$ cat src/csi_rx_pkg.sv
// ------------------------------
// shared constants and types for the two-lane CSI-2 byte-clock receiver
// sync byte value assumes LSB-first deserialization
// only RAW10 payload is unpacked, other data types pass as headers only
// ------------------------------

package csi_rx_pkg;

   localparam int NUM_LANE = 2;                  // data lanes
   localparam int MAX_SKEW = 2;                  // lane skew absorbed, byte clocks

   localparam logic [7:0] SYNC_BYTE = 8'hB8;     // HS sync as seen after deser

   // short packet data types
   localparam logic [7:0] DT_FRAME_START = 8'h00;
   localparam logic [7:0] DT_FRAME_END   = 8'h01;
   localparam logic [7:0] DT_LINE_START  = 8'h02;
   localparam logic [7:0] DT_LINE_END    = 8'h03;

   localparam logic [7:0] DT_RAW10 = 8'h2B;      // long packet, raw 10 bit

   localparam int PIX_W            = 10;         // raw10 pixel width
   localparam int RAW10_GROUP      = 5;          // bytes per 4 pixels
   localparam int UNPACK_BUF_BYTES = 10;         // unpacker byte buffer
   localparam int UNPACK_CNT_W     = $clog2(UNPACK_BUF_BYTES + 1);
   localparam int SKEW_CNT_W       = $clog2(MAX_SKEW + 2);  // one spare for overrun

   typedef logic [7:0] bus8_t;

   // lane 0 sits in the low byte
   typedef logic [NUM_LANE-1:0][7:0] lane_data_t;
   typedef logic [NUM_LANE-1:0]      lane_vld_t;

   typedef logic [2*PIX_W-1:0] pix_pair_t;      // pixel 0 in low bits

endpackage: csi_rx_pkg

$ cat src/csi_rx_align_byte.sv
// ------------------------------
// per-lane bit alignment on the HS sync byte
// lane must idle at all zero bits before the sync byte
// offset stays locked until packet_done, search only while wait_for_sync
// ------------------------------
`timescale 1ns/1ns

module csi_rx_align_byte (
   input  logic              byte_clock,
   input  logic              rst_n,
   input  logic              enable,
   input  csi_rx_pkg::bus8_t deser_in,
   input  logic              wait_for_sync,
   input  logic              packet_done,
   output csi_rx_pkg::bus8_t data_out,
   output logic              data_vld
);
   import csi_rx_pkg::*;

   logic [7:0]  prev_q;          // previous deser byte
   logic [15:0] win;             // current byte above previous one
   logic [7:0]  cand [8];        // byte at each bit offset
   logic        hit;
   logic [2:0]  hit_off;
   logic [2:0]  off_q;           // locked offset
   logic        locked;

   assign win = {deser_in, prev_q};

   // offsets 1 to 8 so the sync byte is always complete in this cycle
   always_comb begin
      for (int k = 0; k < 8; k++) begin
         cand[k] = win[k+1 +: 8];
      end
   end

   // lowest matching offset wins
   always_comb begin
      hit     = 1'b0;
      hit_off = '0;
      for (int k = 7; k >= 0; k--) begin
         if (cand[k] == SYNC_BYTE) begin
            hit     = 1'b1;
            hit_off = 3'(k);
         end
      end
   end

//------------------------------
// lock control
//------------------------------
   always_ff @(posedge byte_clock or negedge rst_n) begin
      if (!rst_n) begin
         locked   <= 1'b0;
         off_q    <= '0;
         data_vld <= 1'b0;
      end
      else if (!enable) begin
         locked   <= 1'b0;
         off_q    <= '0;
         data_vld <= 1'b0;
      end
      else begin
         data_vld <= locked && !packet_done;  // first byte follows the sync
         if (packet_done) begin
            locked <= 1'b0;                   // rearm for next packet
         end
         else if (!locked && wait_for_sync && hit) begin
            locked <= 1'b1;
            off_q  <= hit_off;
         end
      end
   end

   // datapath
   always_ff @(posedge byte_clock) begin
      prev_q   <= deser_in;
      data_out <= cand[off_q];
   end

   a_vld_locked: assert property (@(posedge byte_clock) disable iff (!rst_n)
      data_vld |-> locked);

endmodule: csi_rx_align_byte

$ cat src/csi_rx_align_word.sv
// ------------------------------
// lane deskew, up to MAX_SKEW byte clocks between first and last lane
// tap choice is frozen when the last lane turns valid
// all lanes drop together on packet_done
// ------------------------------
`timescale 1ns/1ns

module csi_rx_align_word (
   input  logic                   byte_clock,
   input  logic                   rst_n,
   input  logic                   enable,
   input  logic                   packet_done,
   input  logic                   wait_for_sync,
   input  csi_rx_pkg::lane_data_t word_in,
   input  csi_rx_pkg::lane_vld_t  valid_in,
   output logic                   packet_done_out,
   output csi_rx_pkg::lane_data_t word_out,
   output logic                   valid_out
);
   import csi_rx_pkg::*;

   logic [7:0]            dly_q   [NUM_LANE][MAX_SKEW];   // per lane delay line
   logic [7:0]            taps    [NUM_LANE][MAX_SKEW+1]; // tap 0 is live input
   logic [SKEW_CNT_W-1:0] vcnt_q  [NUM_LANE];             // cycles valid so far
   logic [SKEW_CNT_W-1:0] sel_q   [NUM_LANE];
   logic [SKEW_CNT_W-1:0] cur_sel [NUM_LANE];
   logic                  aligned_q;
   logic                  all_vld;
   logic                  start;

   assign all_vld = &valid_in;
   assign start   = all_vld && !aligned_q && wait_for_sync;

   assign packet_done_out = packet_done;  // byte aligners drop lock with the handler

   always_comb begin
      for (int i = 0; i < NUM_LANE; i++) begin
         taps[i][0] = word_in[i];
         for (int d = 0; d < MAX_SKEW; d++) begin
            taps[i][d+1] = dly_q[i][d];
         end
         // live count on the start cycle, clamped to the delay line
         if (aligned_q)
            cur_sel[i] = sel_q[i];
         else if (vcnt_q[i] > SKEW_CNT_W'(MAX_SKEW))
            cur_sel[i] = SKEW_CNT_W'(MAX_SKEW);
         else
            cur_sel[i] = vcnt_q[i];
      end
   end

//------------------------------
// skew tracking
//------------------------------
   always_ff @(posedge byte_clock or negedge rst_n) begin
      if (!rst_n) begin
         aligned_q <= 1'b0;
         valid_out <= 1'b0;
         vcnt_q    <= '{default: '0};
         sel_q     <= '{default: '0};
      end
      else if (!enable || packet_done) begin
         aligned_q <= 1'b0;
         valid_out <= 1'b0;
         vcnt_q    <= '{default: '0};
         sel_q     <= '{default: '0};
      end
      else begin
         for (int i = 0; i < NUM_LANE; i++) begin
            if (valid_in[i] && !aligned_q && vcnt_q[i] != '1)
               vcnt_q[i] <= vcnt_q[i] + 1'b1;
         end
         if (start) begin
            aligned_q <= 1'b1;
            sel_q     <= vcnt_q;   // early lanes read older taps
         end
         valid_out <= aligned_q ? all_vld : start;
      end
   end

   // delay lines and output word
   always_ff @(posedge byte_clock) begin
      for (int i = 0; i < NUM_LANE; i++) begin
         dly_q[i][0] <= word_in[i];
         for (int d = 1; d < MAX_SKEW; d++) begin
            dly_q[i][d] <= dly_q[i][d-1];
         end
         word_out[i] <= taps[i][cur_sel[i]];
      end
   end

   for (genvar g = 0; g < NUM_LANE; g++) begin: g_skew_chk
      a_max_skew: assert property (@(posedge byte_clock) disable iff (!rst_n)
         (!aligned_q && valid_in[g]) |-> (vcnt_q[g] <= SKEW_CNT_W'(MAX_SKEW)));
   end: g_skew_chk

endmodule: csi_rx_align_word

$ cat src/csi_rx_packet_handler.sv
// ------------------------------
// CSI-2 packet parser for two-lane words
// ECC and CRC bytes are skipped, not checked
// only DT_RAW10 long packets carry payload, virtual channel ignored
// ------------------------------
`timescale 1ns/1ns

module csi_rx_packet_handler (
   input  logic                   byte_clock,
   input  logic                   rst_n,
   input  logic                   enable,
   input  csi_rx_pkg::lane_data_t data,
   input  logic                   data_valid,
   output logic                   sync_wait,
   output logic                   packet_done,
   output csi_rx_pkg::lane_data_t payload_out,
   output logic                   payload_valid,
   output logic                   in_frame,
   output logic                   in_line
);
   import csi_rx_pkg::*;

   typedef enum logic [1:0] {ST_HEADER, ST_PAYLOAD, ST_CRC, ST_DONE} state_t;

   state_t      state_q;
   logic        hdr_second_q;    // second header word pending
   logic [7:0]  data_id_q;
   logic [7:0]  wc_lo_q;
   logic [15:0] word_cnt_q;      // payload words left
   logic [7:0]  dt;
   logic [15:0] wc_words;

   assign dt       = {2'b00, data_id_q[5:0]};        // drop VC bits
   assign wc_words = {1'b0, data[0], wc_lo_q[7:1]};  // byte count / 2 lanes

   assign sync_wait   = (state_q == ST_HEADER) && !hdr_second_q;
   assign packet_done = (state_q == ST_DONE);

//------------------------------
// packet FSM
//------------------------------
   always_ff @(posedge byte_clock or negedge rst_n) begin
      if (!rst_n) begin
         state_q       <= ST_HEADER;
         hdr_second_q  <= 1'b0;
         data_id_q     <= '0;
         wc_lo_q       <= '0;
         word_cnt_q    <= '0;
         payload_valid <= 1'b0;
         in_frame      <= 1'b0;
         in_line       <= 1'b0;
      end
      else if (!enable) begin
         state_q       <= ST_HEADER;
         hdr_second_q  <= 1'b0;
         data_id_q     <= '0;
         wc_lo_q       <= '0;
         word_cnt_q    <= '0;
         payload_valid <= 1'b0;
         in_frame      <= 1'b0;
         in_line       <= 1'b0;
      end
      else begin
         payload_valid <= 1'b0;
         case (state_q)
            ST_HEADER: if (data_valid) begin
               if (!hdr_second_q) begin
                  data_id_q    <= data[0];   // DI on lane 0
                  wc_lo_q      <= data[1];
                  hdr_second_q <= 1'b1;
               end
               else begin
                  hdr_second_q <= 1'b0;      // lane 1 ECC ignored
                  state_q      <= ST_DONE;   // short and unknown types end here
                  case (dt)
                     DT_FRAME_START: in_frame <= 1'b1;
                     DT_FRAME_END: begin
                        in_frame <= 1'b0;
                        in_line  <= 1'b0;
                     end
                     DT_LINE_START: in_line <= 1'b1;
                     DT_LINE_END:   in_line <= 1'b0;
                     DT_RAW10: begin
                        word_cnt_q <= wc_words;
                        state_q    <= (wc_words == '0) ? ST_CRC : ST_PAYLOAD;
                     end
                     default: state_q <= ST_DONE;
                  endcase
               end
            end
            ST_PAYLOAD: if (data_valid) begin
               payload_valid <= 1'b1;
               word_cnt_q    <= word_cnt_q - 1'b1;
               if (word_cnt_q == 16'd1) state_q <= ST_CRC;
            end
            ST_CRC: if (data_valid) state_q <= ST_DONE;   // 2 CRC bytes, one word
            default: state_q <= ST_HEADER;                // done pulse, back to idle
         endcase
      end
   end

   always_ff @(posedge byte_clock) begin
      if (state_q == ST_PAYLOAD && data_valid) payload_out <= data;
   end

   a_payload_in_line: assert property (@(posedge byte_clock) disable iff (!rst_n)
      payload_valid |-> in_line);

endmodule: csi_rx_packet_handler

$ cat src/csi_rx_10bit_unpack.sv
// ------------------------------
// RAW10 unpack, 5 bytes give 4 pixels, one pixel pair per cycle
// payload length per line should be a multiple of 5 bytes
// leftover bytes are cleared only by reset or enable low
// ------------------------------
`timescale 1ns/1ns

module csi_rx_10bit_unpack (
   input  logic                   byte_clock,
   input  logic                   rst_n,
   input  logic                   enable,
   input  csi_rx_pkg::lane_data_t data_in,
   input  logic                   din_valid,
   output csi_rx_pkg::pix_pair_t  data_out,
   output logic                   dout_valid
);
   import csi_rx_pkg::*;

   logic [7:0]              buf_q [UNPACK_BUF_BYTES];  // b0 at index 0
   logic [7:0]              buf_d [UNPACK_BUF_BYTES];
   logic [UNPACK_CNT_W-1:0] cnt_q;
   logic [UNPACK_CNT_W-1:0] cnt_d;
   logic                    half_q;   // second pair of the group
   logic                    pop;

   assign dout_valid = (cnt_q >= UNPACK_CNT_W'(RAW10_GROUP));
   assign pop        = dout_valid && half_q;

   // pixel k = {b_k, b4 bits 2k+1:2k}
   always_comb begin
      if (half_q)
         data_out = {buf_q[3], buf_q[4][7:6], buf_q[2], buf_q[4][5:4]};
      else
         data_out = {buf_q[1], buf_q[4][3:2], buf_q[0], buf_q[4][1:0]};
   end

   // drop a finished group, then append the new word
   always_comb begin
      buf_d = buf_q;
      cnt_d = cnt_q;
      if (pop) begin
         for (int i = 0; i < UNPACK_BUF_BYTES - RAW10_GROUP; i++) begin
            buf_d[i] = buf_q[i + RAW10_GROUP];
         end
         cnt_d = cnt_q - UNPACK_CNT_W'(RAW10_GROUP);
      end
      if (din_valid) begin
         for (int b = 0; b < NUM_LANE; b++) begin
            if (int'(cnt_d) + b < UNPACK_BUF_BYTES) buf_d[int'(cnt_d) + b] = data_in[b];
         end
         cnt_d = cnt_d + UNPACK_CNT_W'(NUM_LANE);
      end
   end

   always_ff @(posedge byte_clock or negedge rst_n) begin
      if (!rst_n) begin
         cnt_q  <= '0;
         half_q <= 1'b0;
      end
      else if (!enable) begin
         cnt_q  <= '0;
         half_q <= 1'b0;
      end
      else begin
         cnt_q <= cnt_d;
         if (dout_valid) half_q <= !half_q;
      end
   end

   always_ff @(posedge byte_clock) begin
      buf_q <= buf_d;
   end

   a_buf_room: assert property (@(posedge byte_clock) disable iff (!rst_n)
      cnt_q < UNPACK_CNT_W'(UNPACK_BUF_BYTES));

endmodule: csi_rx_10bit_unpack

$ cat src/csi_rx_top.sv
// ------------------------------
// CSI-2 receiver core on the byte clock, deser bytes in, RAW10 pairs out
// PHY, IO delays and clock detection sit outside this block
// ------------------------------
`timescale 1ns/1ns

module csi_rx_top (
   input  logic                   byte_clock,
   input  logic                   rst_n,
   input  logic                   cam_en,
   input  csi_rx_pkg::lane_data_t deser_in,
   output csi_rx_pkg::pix_pair_t  csi_unpack_raw_dat,
   output logic                   csi_unpack_raw_dat_vld,
   output logic                   csi_in_line,
   output logic                   csi_in_frame
);
   import csi_rx_pkg::*;

   logic       wait_for_sync;
   logic       byte_packet_done;
   logic       packet_done;
   lane_data_t byte_align_data;
   lane_vld_t  byte_valid;
   lane_data_t word_data;
   logic       word_valid;
   lane_data_t unpack_dat;
   logic       unpack_dat_vld;

//------------------------------
// byte and word alignment
//------------------------------
   csi_rx_align_byte u_align_byte [NUM_LANE-1:0] (
      .byte_clock      (byte_clock),        //i
      .rst_n           (rst_n),             //i
      .enable          (cam_en),            //i
      .deser_in        (deser_in),          //i one byte per lane
      .wait_for_sync   (wait_for_sync),     //i
      .packet_done     (byte_packet_done),  //i
      .data_out        (byte_align_data),   //o
      .data_vld        (byte_valid)         //o
   );

   csi_rx_align_word u_align_word (
      .byte_clock      (byte_clock),        //i
      .rst_n           (rst_n),             //i
      .enable          (cam_en),            //i
      .packet_done     (packet_done),       //i
      .wait_for_sync   (wait_for_sync),     //i
      .word_in         (byte_align_data),   //i
      .valid_in        (byte_valid),        //i
      .packet_done_out (byte_packet_done),  //o
      .word_out        (word_data),         //o
      .valid_out       (word_valid)         //o
   );

//------------------------------
// packets and pixels
//------------------------------
   csi_rx_packet_handler u_depacket (
      .byte_clock      (byte_clock),        //i
      .rst_n           (rst_n),             //i
      .enable          (cam_en),            //i
      .data            (word_data),         //i
      .data_valid      (word_valid),        //i
      .sync_wait       (wait_for_sync),     //o
      .packet_done     (packet_done),       //o
      .payload_out     (unpack_dat),        //o
      .payload_valid   (unpack_dat_vld),    //o
      .in_frame        (csi_in_frame),      //o
      .in_line         (csi_in_line)        //o
   );

   csi_rx_10bit_unpack u_10bit_unpack (
      .byte_clock      (byte_clock),             //i
      .rst_n           (rst_n),                  //i
      .enable          (cam_en),                 //i
      .data_in         (unpack_dat),             //i
      .din_valid       (unpack_dat_vld),         //i
      .data_out        (csi_unpack_raw_dat),     //o
      .dout_valid      (csi_unpack_raw_dat_vld)  //o
   );

endmodule: csi_rx_top

$ cat config.mk
export PLATFORM = sky130hd
export DESIGN_NAME = csi_rx_top
export DESIGN_NICKNAME = d
export VERILOG_FILES = /design/src/csi_rx_pkg.sv /design/src/csi_rx_align_byte.sv /design/src/csi_rx_align_word.sv /design/src/csi_rx_packet_handler.sv /design/src/csi_rx_10bit_unpack.sv /design/src/csi_rx_top.sv
export SDC_FILE = /design/constraint.sdc
export NUM_CORES = 1
export LEC_CHECK = 0
export ABC_AREA = 0
export BUFFER_PORTS_ARGS = -buffer_cell sky130_fd_sc_hd__buf_2
export CORE_AREA = 2 2 159 161
export CTS_BUF_LIST = sky130_fd_sc_hd__clkbuf_4
export DETAILED_ROUTE_END_ITERATION = 8
export DIE_AREA = 0 0 161 163
export GPL_TIMING_DRIVEN = 0
export PLACE_DENSITY = 0.66
export REMOVE_ABC_BUFFERS = 1
export SLEW_MARGIN = 20
export SYNTH_ARGS = -nofsm -noshare
export SYNTH_HDL_FRONTEND = slang
export SYNTH_HIERARCHICAL = 1
export SYNTH_SLANG_ARGS = --single-unit
$ cat constraint.sdc
create_clock -name byte_clock -period 7.3 [get_ports byte_clock]
set_clock_uncertainty 0.05 [all_clocks]
set_input_delay 0.365 -clock byte_clock [delete_from_list [all_inputs] [get_ports byte_clock]]
set_output_delay 0.365 -clock byte_clock [all_outputs]
set_load 0.01 [all_outputs]
==> out/metrics.yaml, run 1 <==
cts:
  htreeDepth: 2
  cts_tree: "yes"
  clock_latency_ns: 0.68
  cts.clk_slew.worst_paths_ns: 0.08
  cts_setup_buffers: 0
  clock-sinks: 234
  ctsResizeCount: 0
  cts_max_path_buffers: 3
  cts_buffers: 61
  cts_root_buf: "clkbuf_4"
  hold_buffers: 16
worst_setup_path:
  setup.worst_path.class: "reg -> reg"
  arrival_ns: 5.17
  reg2reg_from: "u_10bit_unpack/cnt_q[0]"
  r2r-end: "u_10bit_unpack/buf_q[23]"
  end_kind: "register"
  timing.reg2reg.setup_slack_ns: 2.45
  crit_required_ns: 7.62
  r2r_cells: 12
  cp_max_fo: 19
  worst_setup_path_start_kind: "register"
timing:
  finalHoldViolCount: 0
  tightest_slew_ns: 1.11
  setup_ws_ns: 2.45
  fin_setup_tns_ns: 0
  slew_viol_final: 0
  setup_viol: 0
  max_clock_freq_mhz: 206
  rsz0062_at_grt: "false"
  max-slew-margin-rel_pct: 25.9
  post-route-min-period_ns: 4.85
  finalCritPeriodShare_pct: 66.5
route:
  drc_errors: 0
  via_per_inst: 5.65
  drtPass1Iterations: 5
  ant_nets: 0
  drt_wl_total_um: 27200
  drt_iter0_drc: 607
  dr_total_vias: 8962
  wire_per_inst_um: 17.1
placement:
  io_buffers: 41
  post-place-ws_ns: 2.42
  post_dp_cell_area_sq_mm: 0.0126
  dpl.hpwl_um: 18400
  gp_congestion: 0.855
cells_and_area:
  utilization_pct: 54.8
  nets: 1249
  regArea_sq_mm: 0.00555
  multi_input_area_sq_mm: 0.00612
  drive_gt1_share_pct: 19.0
  fin_area_sq_mm: 0.0135
  fillCellCount: 2205
  areaGrowthSynthToFinish_pct: 11.3
  final_cell_mix: "nand2_1 (140), mux2i_1 (140), dfxtp_1 (118)"
floorplanning:
  fp.dieH_um: 163
  core_area_sq_mm: 0.0247
  start_util_pct: 49.2
  num_io_pins: 42
  die_w_um: 161
  dieArea_sq_mm: 0.0262
  rows: 58
grt:
  antenna_found_initial: 1
  grt_pass1_vias: 8922
  grt_pass1_wl_um: 45500
  grt_max_degree: 52
  track_usage_pct: 20.9
  overflow: 0
run:
  cap_violations: 0
pwr:
  p_per_area_mw_per_mm2: 233
  leakagePower_uw: 0.00515
  power_uw: 3150
  ir_drop_mv: 0.140
yosys:
  yosysWarnings: 6
  ys_types: 105
  ys.flop_type: "dfxtp_1"
  netlist.area_leader.share_pct: 19.4
  ys_seq_area_share_pct: 45.7
  synthCells: 1153
  synth.cell_area_sq_mm: 0.0121
  synth_edf_count: 56
  synth_area_leader_cell: "dfxtp_1"
  synth.avg_cell_area_sq_um: 10.5
  async_flop_share_pct: 25.6
  ys_ff_latch: 234
  synth_area_leaders: "dfxtp_1 (19%), edfxtp_1 (14%), dfrtp_1 (12%)"
run_status:
  status: "completed"
worst_hold_path:
  holdCritPathClass: "in -> async"
## how the worst max path moves through the flow
| stage | startpoint | end | slack, ns | cells past startpoint |
|---|---|---|---|---|
| finish | u_10bit_unpack/cnt_q[0] | u_10bit_unpack/buf_q[23] | 2.45 | 12 |
| global route | u_10bit_unpack/cnt_q[0] | u_10bit_unpack/buf_q[23] | 2.02 | 12 |
| CTS | u_10bit_unpack/cnt_q[0] | u_10bit_unpack/buf_q[23] | 2.40 | 12 |
| detailed placement | u_10bit_unpack/cnt_q[0] | u_10bit_unpack/buf_q[23] | 2.42 | 12 |
| global placement | u_10bit_unpack/half_q | u_10bit_unpack/buf_q[56] | -6.03 | 10 |
| floorplan | u_10bit_unpack/half_q | u_10bit_unpack/buf_q[56] | -1.89 | 10 |
## registers in the layout (all words and copies together), names as in the netlist, 7 cells and up
name                    count
u_align_byte/data_out      16
u_align_byte/prev_q        14
u_10bit_unpack/buf_q       80
u_depacket/word_cnt_q      16
u_align_word/dly_q         32
u_depacket/payload_out     16
u_align_word/word_out      16
u_depacket/wc_lo_q          7
## metal layers
| metal | routed length [um] | vias up | GRT usage, % |
|---|---|---|---|
| met5 | 0 | - | 0 |
| met4 | 568 | 0 | 6.98 |
| met3 | 1290 | 48 | 3.64 |
| met2 | 13000 | 239 | 35.7 |
| met1 | 12300 | 4268 | 27.0 |
| li1 | - | 4407 | - |
## cells by family (layout without fill, tap and decap cells)
family | after synthesis | in the layout | synth area share (%)
other cells | 0 | 1 | 0
buf+inv | 121 | 222 | 4.26
xor+xnor | 5 | 5 | 0.422
simple gates | 312 | 312 | 14.5
fa+ha+maj | 21 | 21 | 2.16
compound gates | 285 | 285 | 17.5
flops | 234 | 234 | 45.7
mux | 175 | 175 | 15.6
## critical path, cell delays in order (launching register included)
cell and delay (ns):
dfrtp_1 0.49, inv_1 0.11, ha_1 0.26, and2b_1 0.25, o21ai_4 0.60, buf_16 0.25, nor2_1 0.05, a21oi_1 0.34
ha_1 0.58, inv_1 0.27, o21a_2 0.26, a2111oi_4 0.80, o21ai_0 0.22
## layout make-up
cell class                 count  area share (%)
antenna                        1          0.0185
clock buffer                  94            5.22
clock inverter                14           0.426
inverter                      51            1.42
multi-input combinational    798            45.3
sequential                   234            41.1
tap                          330            3.05
timing repair buffer          63            3.55
## stage by stage
| stage | instances | hold WS, ns |
|---|---|---|
| global placement | 1454 | 0.282 |
| CTS | 1584 | 0.0764 |
| floorplan | 1083 | 0.0194 |
| detailed placement | 1460 | 0.169 |
| global route | 1585 | 0.107 |
| finish | 1585 | 0.144 |
## synthesized netlist by cell type, types with 16 or more instances
master     instances
ha_1              21
nand2_1          140
mux2_2            26
o2bb2ai_1         16
nor2_1            50
dfxtp_1          118
clkbuf_1          42
a21oi_1           63
edfxtp_1          56
inv_1             49
mux2i_1          140
dfrtp_1           60
o21ai_0           60
## power breakdown
| group | internal [uW] | leakage [uW] | total, uW | switching, uW |
|---|---|---|---|---|
| combinational | 243 | 0.00252 | 570 | 327 |
| clock | 581 | 0.000460 | 1100 | 518 |
| sequential | 1400 | 0.00217 | 1480 | 79.1 |
Note: power is estimated with default switching activity, not from simulation.
==> run 2: changes to the inputs <==
- PLACE_DENSITY: 0.66 -> 0.69
- clock period: 7.3 -> 4.16 ns (I/O delays scaled with it)
==> out/metrics.yaml, run 2 (synthesis gave the netlist of run 1 again) <==
timing:
  slew_viol_final: 0
  max_clock_freq_mhz: 255
  tightest_slew_ns: 1.06
  post-route-min-period_ns: 3.93
  finalCritPeriodShare_pct: 94.4
  finalHoldViolCount: 0
  setup_viol: 0
  max-slew-margin-rel_pct: 29.1
placement:
  dp_cells: 1459
  dpl.hpwl_um: 18100
  io_buffers: 41
  gp_congestion: 0.854
route:
  ant_nets: 0
  via_per_inst: 5.69
  drc_errors: 0
  drt_wl_total_um: 27200
  drt_iter0_drc: 569
  dr_total_vias: 9093
  wire_per_inst_um: 17.0
  drtPass1Iterations: 6
cells_and_area:
  nets: 1263
  areaGrowthSynthToFinish_pct: 12.9
  drive_gt1_share_pct: 20.2
  fin_cells: 1598
  largestRegisters: "u_10bit_unpack/buf_q: 80 flops, u_align_word/dly_q: 32 flops"
  utilization_pct: 55.6
  final_cell_mix: "nand2_1 (140), mux2i_1 (140), dfxtp_1 (118)"
  largest_reg_flops: 80
  regMostFlops: "u_10bit_unpack/buf_q"
  fillCellCount: 2178
run_status:
  status: "completed"
worst_setup_path:
  crit_required_ns: 4.51
  cp_max_fo: 11
  end_kind: "register"
  arrival_ns: 4.27
  setup.worst_path.class: "reg -> reg"
  worst_setup_path_start_kind: "register"
pwr:
  ir_drop_mv: 0.207
  power_uw: 5480
  p_per_area_mw_per_mm2: 399
  leakagePower_uw: 0.00523
grt:
  grt_max_degree: 61
  grt_use_met1_pct: 26.2
  track_usage_pct: 20.9
  grtUsageMet3_pct: 3.49
  grt_pass1_vias: 8876
  overflow: 0
  busiest_layer: "met2"
  antenna_found_initial: 1
  grt_use_met2_pct: 36.2
  grt_pass1_wl_um: 45000
cts:
  cts_max_path_buffers: 3
  htreeDepth: 2
  clock_latency_ns: 0.68
  cts.clk_slew.worst_paths_ns: 0.06
  clock-sinks: 234
  cts_buffers: 60
  cts_root_buf: "clkbuf_4"
  cts_tree: "yes"
floorplanning:
  num_io_pins: 42
  fp.dieH_um: 163
  core_area_sq_mm: 0.0247
  dieArea_sq_mm: 0.0262
  die_w_um: 161
  start_util_pct: 49.2
  rows: 58
worst_hold_path:
  holdCritPathClass: "in -> async"
run:
  cap_violations: 0
## run 2: layout make-up
type	instances	area, sq um	area share (%)
multi-input cells	798	6160	45.0
repair buffers	78	651	4.74
flip-flops and latches	234	5550	40.5
inverters	51	191	1.40
clock inverters	17	73.8	0.538
diodes	1	2.50	0.0182
well taps	330	413	3.01
clock buffers	89	668	4.87
## run 2: worst max-delay path, cell delays in order (launching register included)
cell and delay [ns]:
dfrtp_1 0.48, inv_1 0.11, ha_1 0.26, nand2b_1 0.20, a21oi_2 0.67, inv_2 0.16
ha_2 0.33, inv_1 0.26, o21a_2 0.34, a21oi_1 0.13, or3b_4 0.52, mux2i_1 0.15
## run 2: metal layers
metal	part of all wire (%)	up-vias
met3	5.4	51
met4	2.4	0
met2	49	263
met1	43	4332
met5	0	-
li1	-	4447
## run 2: what timing repair did
item | 4_1_cts | 5_1_grt
setup buffers | 3 | 11
resized for setup | 7 | 4
hold buffers | 18 | 0
pin swaps | 5 | 5
endpoints found under the hold margin | 97 | 0
endpoints found under the setup margin | 72 | 73
## run 2: worst paths after layout
kind	startpoint	endpoint	slack, ns	cells after the start
min in group byte_clock	deser_in[7]	u_align_byte[0]/prev_q[7]	0.14	2
worst min-delay path	rst_n	u_align_byte[0]/data_vld	0.10	2
worst min register to register	u_align_word/dly_q[1][12]	u_align_word/dly_q[1][4]	0.30	0
worst max-delay path	u_10bit_unpack/cnt_q[0]	u_10bit_unpack/buf_q[14]	0.23	11
worst max register to register	u_10bit_unpack/cnt_q[0]	u_10bit_unpack/buf_q[14]	0.23	11
max in group asynchronous	rst_n	u_10bit_unpack/half_q	3.38	2
## run 2: power breakdown
group	internal, uW	switching [uW]
Combinational	425	574
Clock	975	910
Sequential	2450	138
## run 2: metrics by stage
stage	hold WS, ns	worst slack [ns]	cell area [sq um]	setup TNS [ns]
2_1_floorplan	-0.138	-5.03	11800	-356.50
6_report	0.102	0.235	13700	0
3_3_place_gp	0.281	-9.41	12400	-663.25
3_5_place_dp	0.282	-0.546	12600	-21.97
5_1_grt	0.0991	-0.00125	13700	-0.00125
4_1_cts	0.0546	0.00469	13600	0
